### config.mk
export PLATFORM = sky130hd
export DESIGN_NAME = fpga_fabric_top
export DESIGN_NICKNAME = d
export VERILOG_FILES = /design/src/fabric_pkg.sv /design/src/pad_pkg.sv /design/src/config_loader.sv /design/src/logic_tile.sv /design/src/pad_input_mux.sv /design/src/pad_output_router.sv /design/src/fpga_fabric_top.sv
export VERILOG_INCLUDE_DIRS = /design/src
export SDC_FILE = /design/constraint.sdc
export NUM_CORES = 1
export LEC_CHECK = 0
export BUFFER_PORTS_ARGS = -buffer_cell sky130_fd_sc_hd__buf_2
export CAP_MARGIN = 10
export CORE_ASPECT_RATIO = 1.2
export CORE_UTILIZATION = 44
export DETAILED_ROUTE_END_ITERATION = 16
export PLACE_DENSITY = 0.85
export SLEW_MARGIN = 20
export SYNTH_ARGS = -nofsm -noshare
export SYNTH_HDL_FRONTEND = slang
export SYNTH_SLANG_ARGS = --single-unit
### constraint.sdc
create_clock -name wb_clk_i -period 2.32 [get_ports wb_clk_i]
set_input_delay 0.116 -clock wb_clk_i [delete_from_list [all_inputs] [get_ports wb_clk_i]]
set_output_delay 0.116 -clock wb_clk_i [all_outputs]
set_load 0.02 [all_outputs]
### src/fpga_consts.svh
// Fabric constants
`ifndef FPGA_CONSTS_SVH
`define FPGA_CONSTS_SVH

// Fabric geometry
`define FAB_N_TILES     8
`define FAB_LUT_K       3
// One tile segment is oe, reg_en and an 8-entry LUT
`define FAB_CFG_BITS    10
`define FAB_CHAIN_BITS  80
`define FAB_WORD_BITS   32

// Pad frame and analyzer lines
`define MPRJ_IO_PADS    38
`define FAB_LA_BITS     32

// Pad assignment
`define PAD_MODE_PIN    0
`define PAD_IN_LO       1
`define PAD_IN_HI       24
`define PAD_OUT_LO      25
`define PAD_OUT_HI      32
`define PAD_CCFF_TAIL   37
`define LA_OUT_LO       24

// Loader register map, low address byte only
`define CFG_DATA_ADDR   8'h00
`define CFG_STAT_ADDR   8'h04

`endif

### src/fabric_pkg.sv
// Fabric types
`include "fpga_consts.svh"

package fabric_pkg;

    // Per-tile configuration segment
    // Field order fixes the chain position of each bit:
    // oe sits at the head end (bit 9), lut[0] at the tail end (bit 0)
    typedef struct packed {
        // Drive the tile output pad
        logic       oe;
        // Present the registered LUT result
        logic       reg_en;
        // Truth table, indexed by the tile inputs
        logic [7:0] lut;
    } tile_cfg_t;

    // Input group of one tile
    // Bit 0 is LUT index bit 0
    typedef logic [`FAB_LUT_K-1:0] tile_in_t;

endpackage

### src/pad_pkg.sv
// Pad-side types
`include "fpga_consts.svh"

package pad_pkg;

    // Source of the tile inputs, taken from the mode pad
    // GPIO mode reads the input pads,
    // LA mode reads the masked analyzer lines
    typedef enum logic {
        PAD_MODE_GPIO = 1'b0,
        PAD_MODE_LA   = 1'b1
    } pad_mode_e;

endpackage

### src/config_loader.sv
// Configuration chain loader
`timescale 1ns/100ps
`include "fpga_consts.svh"

module config_loader (
    input  logic                      wb_clk_i,
    input  logic                      reset_i,
    input  logic                      wbs_cyc_i,
    input  logic                      wbs_stb_i,
    input  logic                      wbs_we_i,
    input  logic [3:0]                wbs_sel_i,
    input  logic [31:0]               wbs_adr_i,
    input  logic [`FAB_WORD_BITS-1:0] wbs_dat_i,
    output logic                      wbs_ack_o,
    output logic [`FAB_WORD_BITS-1:0] wbs_dat_o,
    output logic                      cfg_shift_o,
    output logic                      cfg_bit_o,
    output logic                      busy_o
);

    localparam int CNT_W = $clog2(`FAB_WORD_BITS);
    localparam logic [CNT_W-1:0] LAST_BIT = CNT_W'(`FAB_WORD_BITS - 1);

    logic                      ack_q;
    logic                      busy_q;
    logic [CNT_W-1:0]          bit_cnt_q;
    logic [`FAB_WORD_BITS-1:0] shift_buf_q;
    logic [`FAB_WORD_BITS-1:0] rdata_q;
    logic [`FAB_WORD_BITS-1:0] wdata_masked;
    logic                      req;
    logic                      data_sel;
    logic                      stat_sel;
    logic                      data_wr;
    logic                      accept;
    logic                      take_word;

    // New request, the ack cycle itself excluded so each transfer acks once
    assign req      = wbs_cyc_i && wbs_stb_i && !ack_q;
    assign data_sel = (wbs_adr_i[7:0] == `CFG_DATA_ADDR);
    assign stat_sel = (wbs_adr_i[7:0] == `CFG_STAT_ADDR);
    assign data_wr  = req && wbs_we_i && data_sel;

    // A data write stalls while a word is still shifting out
    assign accept    = req && !(data_wr && busy_q);
    assign take_word = data_wr && !busy_q;

    // Byte lanes not selected load as zero
    always_comb begin
        for (int b = 0; b < 4; b++) begin
            wdata_masked[8*b +: 8] = wbs_sel_i[b] ? wbs_dat_i[8*b +: 8] : 8'h00;
        end
    end

    // Handshake and shift sequencing
    always_ff @(posedge wb_clk_i) begin
        if (reset_i) begin
            ack_q     <= 1'b0;
            busy_q    <= 1'b0;
            bit_cnt_q <= '0;
        end else begin
            ack_q <= accept;
            if (take_word) begin
                busy_q    <= 1'b1;
                bit_cnt_q <= '0;
            end else if (busy_q) begin
                bit_cnt_q <= bit_cnt_q + 1'b1;
                // Final shift happens on this edge
                if (bit_cnt_q == LAST_BIT) begin
                    busy_q <= 1'b0;
                end
            end
        end
    end

    // Word buffer, LSB leaves first
    always_ff @(posedge wb_clk_i) begin
        if (take_word) begin
            shift_buf_q <= wdata_masked;
        end else if (busy_q) begin
            shift_buf_q <= shift_buf_q >> 1;
        end
    end

    // Read data, busy in bit 0 of status, all else reads 0
    always_ff @(posedge wb_clk_i) begin
        if (accept && !wbs_we_i) begin
            rdata_q <= stat_sel ? {{(`FAB_WORD_BITS-1){1'b0}}, busy_q} : '0;
        end
    end

    assign wbs_ack_o   = ack_q;
    assign wbs_dat_o   = rdata_q;
    assign cfg_shift_o = busy_q;
    assign cfg_bit_o   = shift_buf_q[0];
    assign busy_o      = busy_q;

endmodule

### src/logic_tile.sv
// Logic tile
`timescale 1ns/100ps
`include "fpga_consts.svh"

module logic_tile
    import fabric_pkg::*;
(
    input  logic     wb_clk_i,
    input  logic     reset_i,
    input  logic     cfg_shift_i,
    input  logic     ccff_head_i,
    input  tile_in_t tile_in_i,
    output logic     ccff_tail_o,
    output logic     tile_out_o,
    output logic     tile_oe_o
);

    // Chain segment as a flat vector, bit 0 is the tail
    logic [`FAB_CFG_BITS-1:0] cfg_q;
    tile_cfg_t                cfg;
    logic                     lut_bit;
    logic                     out_q;

    // Field view of the segment
    assign cfg = cfg_q;

    // Configuration shift segment
    // New bit enters at the top, bit 0 moves on to the next tile
    always_ff @(posedge wb_clk_i) begin
        if (reset_i) begin
            cfg_q <= '0;
        end else if (cfg_shift_i) begin
            cfg_q <= {ccff_head_i, cfg_q[`FAB_CFG_BITS-1:1]};
        end
    end

    assign ccff_tail_o = cfg_q[0];

    // LUT lookup, tile inputs form the table index
    assign lut_bit = cfg.lut[tile_in_i];

    // Optional output flop, tracks the LUT every cycle when enabled
    always_ff @(posedge wb_clk_i) begin
        if (reset_i) begin
            out_q <= 1'b0;
        end else if (cfg.reg_en) begin
            out_q <= lut_bit;
        end
    end

    // Registered or direct result
    assign tile_out_o = cfg.reg_en ? out_q : lut_bit;
    assign tile_oe_o  = cfg.oe;

endmodule

### src/pad_input_mux.sv
// Tile input source mux
`timescale 1ns/100ps
`include "fpga_consts.svh"

module pad_input_mux
    import pad_pkg::*;
    import fabric_pkg::*;
(
    input  logic [`MPRJ_IO_PADS-1:0]        io_in_i,
    input  logic [`FAB_LA_BITS-1:0]         la_data_in_i,
    input  logic [`FAB_LA_BITS-1:0]         la_oen_i,
    output tile_in_t [`FAB_N_TILES-1:0]     tile_in_o
);

    localparam int IN_BITS = `FAB_N_TILES * `FAB_LUT_K;

    pad_mode_e              mode;
    logic [`FAB_LA_BITS-1:0] la_masked;
    logic [IN_BITS-1:0]     gpio_bits;
    logic [IN_BITS-1:0]     la_bits;
    logic [IN_BITS-1:0]     src_bits;

    // Mode comes straight from its pad
    assign mode = pad_mode_e'(io_in_i[`PAD_MODE_PIN]);

    // Lines not enabled by the host read as 0
    assign la_masked = la_data_in_i & la_oen_i;

    // Pads 1 to 24 or analyzer lines 0 to 23
    assign gpio_bits = io_in_i[`PAD_IN_HI:`PAD_IN_LO];
    assign la_bits   = la_masked[IN_BITS-1:0];

    assign src_bits = (mode == PAD_MODE_LA) ? la_bits : gpio_bits;

    // Tile k gets bits 3k to 3k+2, lowest bit is LUT index bit 0
    assign tile_in_o = src_bits;

endmodule

### src/pad_output_router.sv
// Tile output router
`timescale 1ns/100ps
`include "fpga_consts.svh"

module pad_output_router (
    input  logic [`FAB_N_TILES-1:0]  tile_out_i,
    input  logic [`FAB_N_TILES-1:0]  tile_oe_i,
    input  logic                     busy_i,
    input  logic                     ccff_tail_i,
    input  logic [`FAB_LA_BITS-1:0]  la_oen_i,
    output logic [`MPRJ_IO_PADS-1:0] io_out_o,
    output logic [`MPRJ_IO_PADS-1:0] io_oeb_o,
    output logic [`FAB_LA_BITS-1:0]  la_data_out_o
);

    always_comb begin
        // Default every pad to input, every analyzer line low
        io_out_o      = '0;
        io_oeb_o      = '1;
        la_data_out_o = '0;

        for (int k = 0; k < `FAB_N_TILES; k++) begin
            // Output pads 25 to 32
            io_out_o[`PAD_OUT_LO + k] = tile_out_i[k];
            // oeb is active low, held off while the chain is loading
            io_oeb_o[`PAD_OUT_LO + k] = busy_i | ~tile_oe_i[k];

            // Analyzer lines 24 to 31, only where the host is not driving
            la_data_out_o[`LA_OUT_LO + k] = tile_out_i[k] & ~la_oen_i[`LA_OUT_LO + k];
        end

        // Chain tail is always observable
        io_out_o[`PAD_CCFF_TAIL] = ccff_tail_i;
        io_oeb_o[`PAD_CCFF_TAIL] = 1'b0;
    end

endmodule

### src/fpga_fabric_top.sv
// Fabric top level
`timescale 1ns/100ps
`include "fpga_consts.svh"

module fpga_fabric_top
    import fabric_pkg::*;
(
    input  logic                      wb_clk_i,
    input  logic                      reset_i,

    // Wishbone slave
    input  logic                      wbs_cyc_i,
    input  logic                      wbs_stb_i,
    input  logic                      wbs_we_i,
    input  logic [3:0]                wbs_sel_i,
    input  logic [31:0]               wbs_adr_i,
    input  logic [`FAB_WORD_BITS-1:0] wbs_dat_i,
    output logic                      wbs_ack_o,
    output logic [`FAB_WORD_BITS-1:0] wbs_dat_o,

    // Pads and analyzer lines
    input  logic [`MPRJ_IO_PADS-1:0]  io_in_i,
    input  logic [`FAB_LA_BITS-1:0]   la_data_in_i,
    input  logic [`FAB_LA_BITS-1:0]   la_oen_i,
    output logic [`MPRJ_IO_PADS-1:0]  io_out_o,
    output logic [`MPRJ_IO_PADS-1:0]  io_oeb_o,
    output logic [`FAB_LA_BITS-1:0]   la_data_out_o
);

    logic                        cfg_shift;
    logic                        busy;
    // chain[k+1] feeds tile k, chain[N] is the loader bit, chain[0] the tail
    logic [`FAB_N_TILES:0]       chain;
    tile_in_t [`FAB_N_TILES-1:0] tile_in;
    logic [`FAB_N_TILES-1:0]     tile_out;
    logic [`FAB_N_TILES-1:0]     tile_oe;

    config_loader u_loader (
        .wb_clk_i    (wb_clk_i),
        .reset_i     (reset_i),
        .wbs_cyc_i   (wbs_cyc_i),
        .wbs_stb_i   (wbs_stb_i),
        .wbs_we_i    (wbs_we_i),
        .wbs_sel_i   (wbs_sel_i),
        .wbs_adr_i   (wbs_adr_i),
        .wbs_dat_i   (wbs_dat_i),
        .wbs_ack_o   (wbs_ack_o),
        .wbs_dat_o   (wbs_dat_o),
        .cfg_shift_o (cfg_shift),
        .cfg_bit_o   (chain[`FAB_N_TILES]),
        .busy_o      (busy)
    );

    pad_input_mux u_in_mux (
        .io_in_i      (io_in_i),
        .la_data_in_i (la_data_in_i),
        .la_oen_i     (la_oen_i),
        .tile_in_o    (tile_in)
    );

    // Tile 7 is the chain head, tile 0 the tail
    for (genvar k = 0; k < `FAB_N_TILES; k++) begin : g_tile
        logic_tile u_tile (
            .wb_clk_i    (wb_clk_i),
            .reset_i     (reset_i),
            .cfg_shift_i (cfg_shift),
            .ccff_head_i (chain[k+1]),
            .tile_in_i   (tile_in[k]),
            .ccff_tail_o (chain[k]),
            .tile_out_o  (tile_out[k]),
            .tile_oe_o   (tile_oe[k])
        );
    end

    pad_output_router u_out_router (
        .tile_out_i    (tile_out),
        .tile_oe_i     (tile_oe),
        .busy_i        (busy),
        .ccff_tail_i   (chain[0]),
        .la_oen_i      (la_oen_i),
        .io_out_o      (io_out_o),
        .io_oeb_o      (io_oeb_o),
        .la_data_out_o (la_data_out_o)
    );

endmodule

* Yosys cells after proc, flatten, opt, wreduce, memory -nomap -nowiden
Cells that the tools add are included.
** Storage, ports and cells
- Flip-flop bits (word level) :: 159
- Latch bits :: 0
- RAM bits :: 0
- Bits in read-only memories :: 0
- Input port bits :: 175
- Output and inout port bits :: 141
- Logic and storage cells :: 115
- Memories kept :: 0
** Operators by class
- Add/subtract/negate cells :: 1
- Multipliers :: 0
- Divide/modulo/power cells :: 0
- $lt $le $gt $ge :: 8
- Equal/unequal tests :: 2
- Shift operators :: 0
- Multiplexer cells :: 34
- Bitwise gates (word level) :: 33
- Reduce and logical (&&, ||, !) cells :: 15
** Operator list (number)
- 32-bit 2-to-1 mux :: 2
- 3-bit by 4-bit less-than comparator with 1-bit output, second input constant :: 8
- 8-bit 2-to-1 mux :: 4
- 24-bit AND :: 1
- 1-bit binary-select mux with 3-bit select :: 8
- 24-bit 2-to-1 mux :: 1
- 1-bit 2-to-1 mux :: 19
- 1-bit inverter :: 16
- 1-bit AND :: 8
- 8-bit by 3-bit == test with 1-bit output, second input constant :: 1
- 1-bit logical AND :: 8
- 8-bit logical NOT :: 1
- 1-bit OR :: 8
- 5-bit by 1-bit adder with 5-bit output, second input constant :: 1
- 5-bit == test, second input constant :: 1
- 1-bit logical NOT :: 4
- 2-bit nonzero test :: 1
- 2-bit OR reduction :: 1

* Logic depth before layout (Yosys ltp)
- Word-level depth :: 8
- Mapped depth :: 8
- Depth with buffers taken out :: 5

* Hierarchy
Synthesis repeated with hierarchy kept, for this count alone.
** Unflattened totals
- Cells, all modules :: 739
- Area, all modules :: 7101.8 um^2
** By module, submodules not included
- logic_tile :: instances 8, cells each 43, area an instance 459.2 um^2, seq. area each 220.2 um^2
- config_loader :: instances 1, cells each 208, area an instance 2260.9 um^2, seq. area each 1131.1 um^2
- pad_output_router :: instances 1, cells each 110, area an instance 798.3 um^2, seq. area each 0.0 um^2
- pad_input_mux :: instances 1, cells each 77, area an instance 369.1 um^2, seq. area each 0.0 um^2

* Least setup slack after synthesis
Ideal clock, no wire load.
- Path type :: register -> register
- Start :: register u_loader.busy_q, in the netlist u_loader.busy_o
- End :: register u_loader.shift_buf_q[0], enable pin
- Setup time :: 0.394 ns
- Arrival time :: 2.158 ns
- Required time :: 1.926 ns
- Slack :: -0.232 ns
- Stages on the path, launching flop included :: 5
- Path buffers :: 3
- Period minus slack after synthesis :: 2.552 ns
- Cell sequence :: dfxtp_1 > clkbuf_1 > clkbuf_1 > clkbuf_1 > nand2b_1
** On the way
- Longest elaborated chain between the ends :: 3
** RTL lines
- from (decl) :: RTL line config_loader.sv:25 : logic busy_q;
- from (signal assigned) :: RTL line config_loader.sv:58 : busy_q <= 1'b0;
- from (signal assigned) :: RTL line config_loader.sv:63 : busy_q <= 1'b1;
- from (signal assigned) :: RTL line config_loader.sv:69 : busy_q <= 1'b0;
- 1-bit logical NOT :: RTL line config_loader.sv:45 : assign take_word = data_wr && !busy_q;
- 1-bit logical AND :: RTL line config_loader.sv:45
- 2-bit nonzero test (no source line) (*)
- to (signal assigned) :: RTL line config_loader.sv:78 : shift_buf_q <= wdata_masked;
- to (signal assigned) :: RTL line config_loader.sv:80 : shift_buf_q <= shift_buf_q >> 1;
- to (decl) :: RTL line config_loader.sv:27 : logic [`FAB_WORD_BITS-1:0] shift_buf_q;
Mark *: on every way between the ends. The rest lies on a longest branch, timed or not.
A chain may end at the register's enable or synchronous reset.

* Final worst setup path
- Start :: register g_tile[7].u_tile.cfg_q[4]
- End :: output io_out_o[32]
** On the way
- Longest elaborated chain between the ends :: 3
** RTL lines
- from (decl) :: RTL line logic_tile.sv:19 : logic [`FAB_CFG_BITS-1:0] cfg_q;
- from (signal assigned) :: RTL line logic_tile.sv:33 : cfg_q <= {ccff_head_i, cfg_q[`FAB_CFG_BITS-1:1]};
- 1-bit binary-select mux with 3-bit select :: RTL line logic_tile.sv:40 : assign lut_bit = cfg.lut[tile_in_i];
- 1-bit 2-to-1 mux (not written as such) :: RTL line logic_tile.sv:40
- 1-bit 2-to-1 mux :: RTL line logic_tile.sv:52 : assign tile_out_o = cfg.reg_en ? out_q : lut_bit;
- to (decl) :: RTL line fpga_fabric_top.sv:25 : output logic [`MPRJ_IO_PADS-1:0] io_out_o,
No other way between the ends. The select of a mux whose other input is x is not followed.

==> results.cfg <==
[outcome]
status = completed

[detailed_routing]
wl_met1_um = 6350
met3WireLength_um = 865
first_pass_iters = 4
drt-vias-per-instance = 4.94
drc = 0
vias = 5850
routed.top_layer = met4
routed_wl_um = 14500
route.met2.wl_um = 7130
drtAntennaViolNets = 0
drt_iter0_drc = 257
wl_per_cell_um = 12.3

[sta]
fin_tns_setup_ns = 0
hold_slack_ns = 0.0181
slew_viol_final = 0
clock.fmax_ghz = 0.473
skew_ns = 0.00770
worst_pin_slew_ns = 0.576
fin_crit_ns = 2.11
slew_headroom = 0.616
hold_violations = 0
rsz0062_at_grt = false
period_share = 0.911
setup_viol = 0

[floorplanning]
io_pins = 316
num_rows = 51
die_x_um = 119
core_region_area_um2 = 16200
die-height_um = 143
die_area_um2 = 17000
initial_utilization = 0.448

[power]
powerDensity_nw_per_um2 = 645
vdd_drop_max_uv = 381
p_leak_nw = 3.58

[yosys]
synth_seq_cells = 128
synth_edf_count = 33
synthArstFlopShare = 0
synth.avg_cell_area_um2 = 8.84
synth_cell_types = 38
syn_area_um2 = 7260
yosysSeqAreaShare = 0.398
yosys_warnings = 0
postSynthCellCount = 821
yosys_most_used_dff = dfxtp_1

[global_route]
track_usage = 0.171
grt_pass1_vias = 5126
grt_max_degree = 49
grt_pass1_wl_um = 23400
antenna_found_initial = 0
overflow = 0

[cts]
numCtsBuffers = 17
cts_tree = built
cts.sink_count = 128
clk_latency_ns = 0.41
cts_max_path_buffers = 2
cts_setup_buffers = 0
clockRootBuffer = clkbuf_16
clk_pin_slew_ns = 0.06
h-tree-depth = 4

[place]
dp_hpwl_um = 10500
numPortBuffers = 156
dpl_cell_area_um2 = 7810
routabilityCongestion = 0.839

[hold_path]
hold_class = input pin to flop
min_delay_path_depth = 3

[final_layout]
area_growth_pct = 15.9
final_layout_size_suffix_gt1_frac = 0.226
fin_area_um2 = 8420
diodes = 0
fin_nets = 1136

[critical_path]
critical_path.reg2reg.startpoint = u_loader.wbs_ack_o
r2r-end = u_loader.shift_buf_q[18]
ff2ff_setup_slack_ns = 0.39
rr_worst_depth = 6
crit_type = flop to output port
path_max_fanout = 4
cp.required_ns = 2.20
cp-endpoint = io_out_o[32]
end_kind = output port
crit_arrival_ns = 2.00
start_kind = flop
worstSetupStartpoint = g_tile[7].u_tile.cfg[4]

[run]
max_cap_violations = 0
[through the flow]
step / std cells / power, mW / setup slack, ns / utilization
floorplan: 933 / 2.85 / 0.0961 / -
global placement: 1151 / 2.88 / 0.131 / 0.482
detailed placement: 1151 / 2.88 / 0.103 / 0.482
CTS: 1184 / 5.50 / 0.106 / 0.519
global route: 1184 / 5.66 / 0.0637 / 0.519
finish: 1184 / 5.43 / 0.206 / 0.519
[worst min-delay path by stage]
| stage | start | endpoint | slack, ns |
|---|---|---|---|
| 2_1_floorplan | wbs_we_i | u_loader.wbs_dat_o[0] | 0.31 |
| 3_3_place_gp | wbs_we_i | u_loader.wbs_dat_o[0] | 0.41 |
| 3_5_place_dp | wbs_we_i | u_loader.wbs_dat_o[0] | 0.41 |
| 4_1_cts | wbs_dat_i[15] | u_loader.shift_buf_q[15] | 0.002 |
| 5_1_grt | wbs_dat_i[3] | u_loader.shift_buf_q[3] | 0.01 |
| 6_report | wbs_dat_i[15] | u_loader.shift_buf_q[15] | 0.02 |
[layer usage]
metal  vias up  GRT usage
li1       2912          -
met4         0     0.0680
met5         -          0
met1      2701      0.202
met2       220      0.294
met3        17     0.0451
[synth_stat cells (all sizes together), types with 15 or more instances]
master | instances | area share
and3 | 34 | 0.029
dfxtp | 95 | 0.26
nand2b | 24 | 0.021
buf | 137 | 0.14
edfxtp | 33 | 0.14
nand2 | 78 | 0.040
clkbuf | 28 | 0.014
mux2i | 85 | 0.12
a21oi | 27 | 0.019
nor2b | 15 | 0.013
nand3 | 52 | 0.036
a211oi | 37 | 0.038
nor2 | 91 | 0.048
[flip-flops by register name, indices dropped and copies added, names as in the netlist]
signal,count
g_tile.u_tile.out_q,8
u_loader.wbs_ack_o,1
g_tile.u_tile.cfg,80
u_loader.bit_cnt_q,5
u_loader.wbs_dat_o,1
u_loader.busy_o,1
u_loader.shift_buf_q,32
[power by group]
part | internal [mW] | leakage [nW] | switching, mW
logic | 0.181 | 2.22 | 0.383
clock network | 1.59 | 0.289 | 0.996
registers | 2.28 | 1.06 | 0.000630
[cells in the final DEF (no fill, tap or decap), types with 2 or more instances in the layout]
cell       synthesis  final
edfxtp_1          33     33
buf_12             0      6
o32ai_1            7      6
nor2_1            90     90
mux2i_1           85     84
o21ai_0           14     14
mux2_2             7      7
nand2_1           78     78
o211ai_1           7      7
and3_1            34     34
nor3_1             5      5
and2_1             7      7
inv_6              0      4
clkinv_4           0      4
xor2_1             2      2
buf_2              7    155
a32oi_1           14     14
buf_4            123     10
clkinv_2           0      3
clkbuf_16          0     17
nand2b_1          24     23
inv_1              9      9
nand3_1           52     52
dfxtp_1           95     93
conb_1             2    114
ha_1               2      2
a211oi_1          37     37
a21oi_1           26     26
bufinv_16          0      2
nor2b_1           15     15
[cell type report]
type	instances	area, µm²
Tap cell	212	265
Inverter	9	33.8
Clock buffer	17	425
Timing Repair Buffer	172	981
Sequential cell	128	2900
Clock inverter	15	159
Fill cell	1490	7790
Multi-Input combinational cell	631	3660
[critical path: stages, from the launching register on]
cell	delay, ns
dfxtp_1	0.33
mux2_2	0.27
o211ai_1	0.21
o32ai_2	0.14
mux2i_2	0.33
a21oi_1	0.13
buf_2	0.17
[repair_timing]
| action | in CTS | in global routing |
|---|---|---|
| hold buffers | 1 | 0 |
| endpoints found under the hold margin | 1 | 0 |
| gates resized for setup | 2 | 1 |
| setup endpoints to repair | 1 | 1 |
| pin swaps | 0 | 0 |
[cell families after synthesis]
kind of cell    count (synthesis)  share of synthesized area
other cells                     2                    0.00103
buf+inv                       174                      0.158
compound gates                107                      0.101
mux                            93                      0.131
fa+ha+maj                       2                    0.00345
flops                         128                      0.398
simple gates                  312                      0.204
xor+xnor                        3                    0.00362
Power figures use the tool's default switching activity.
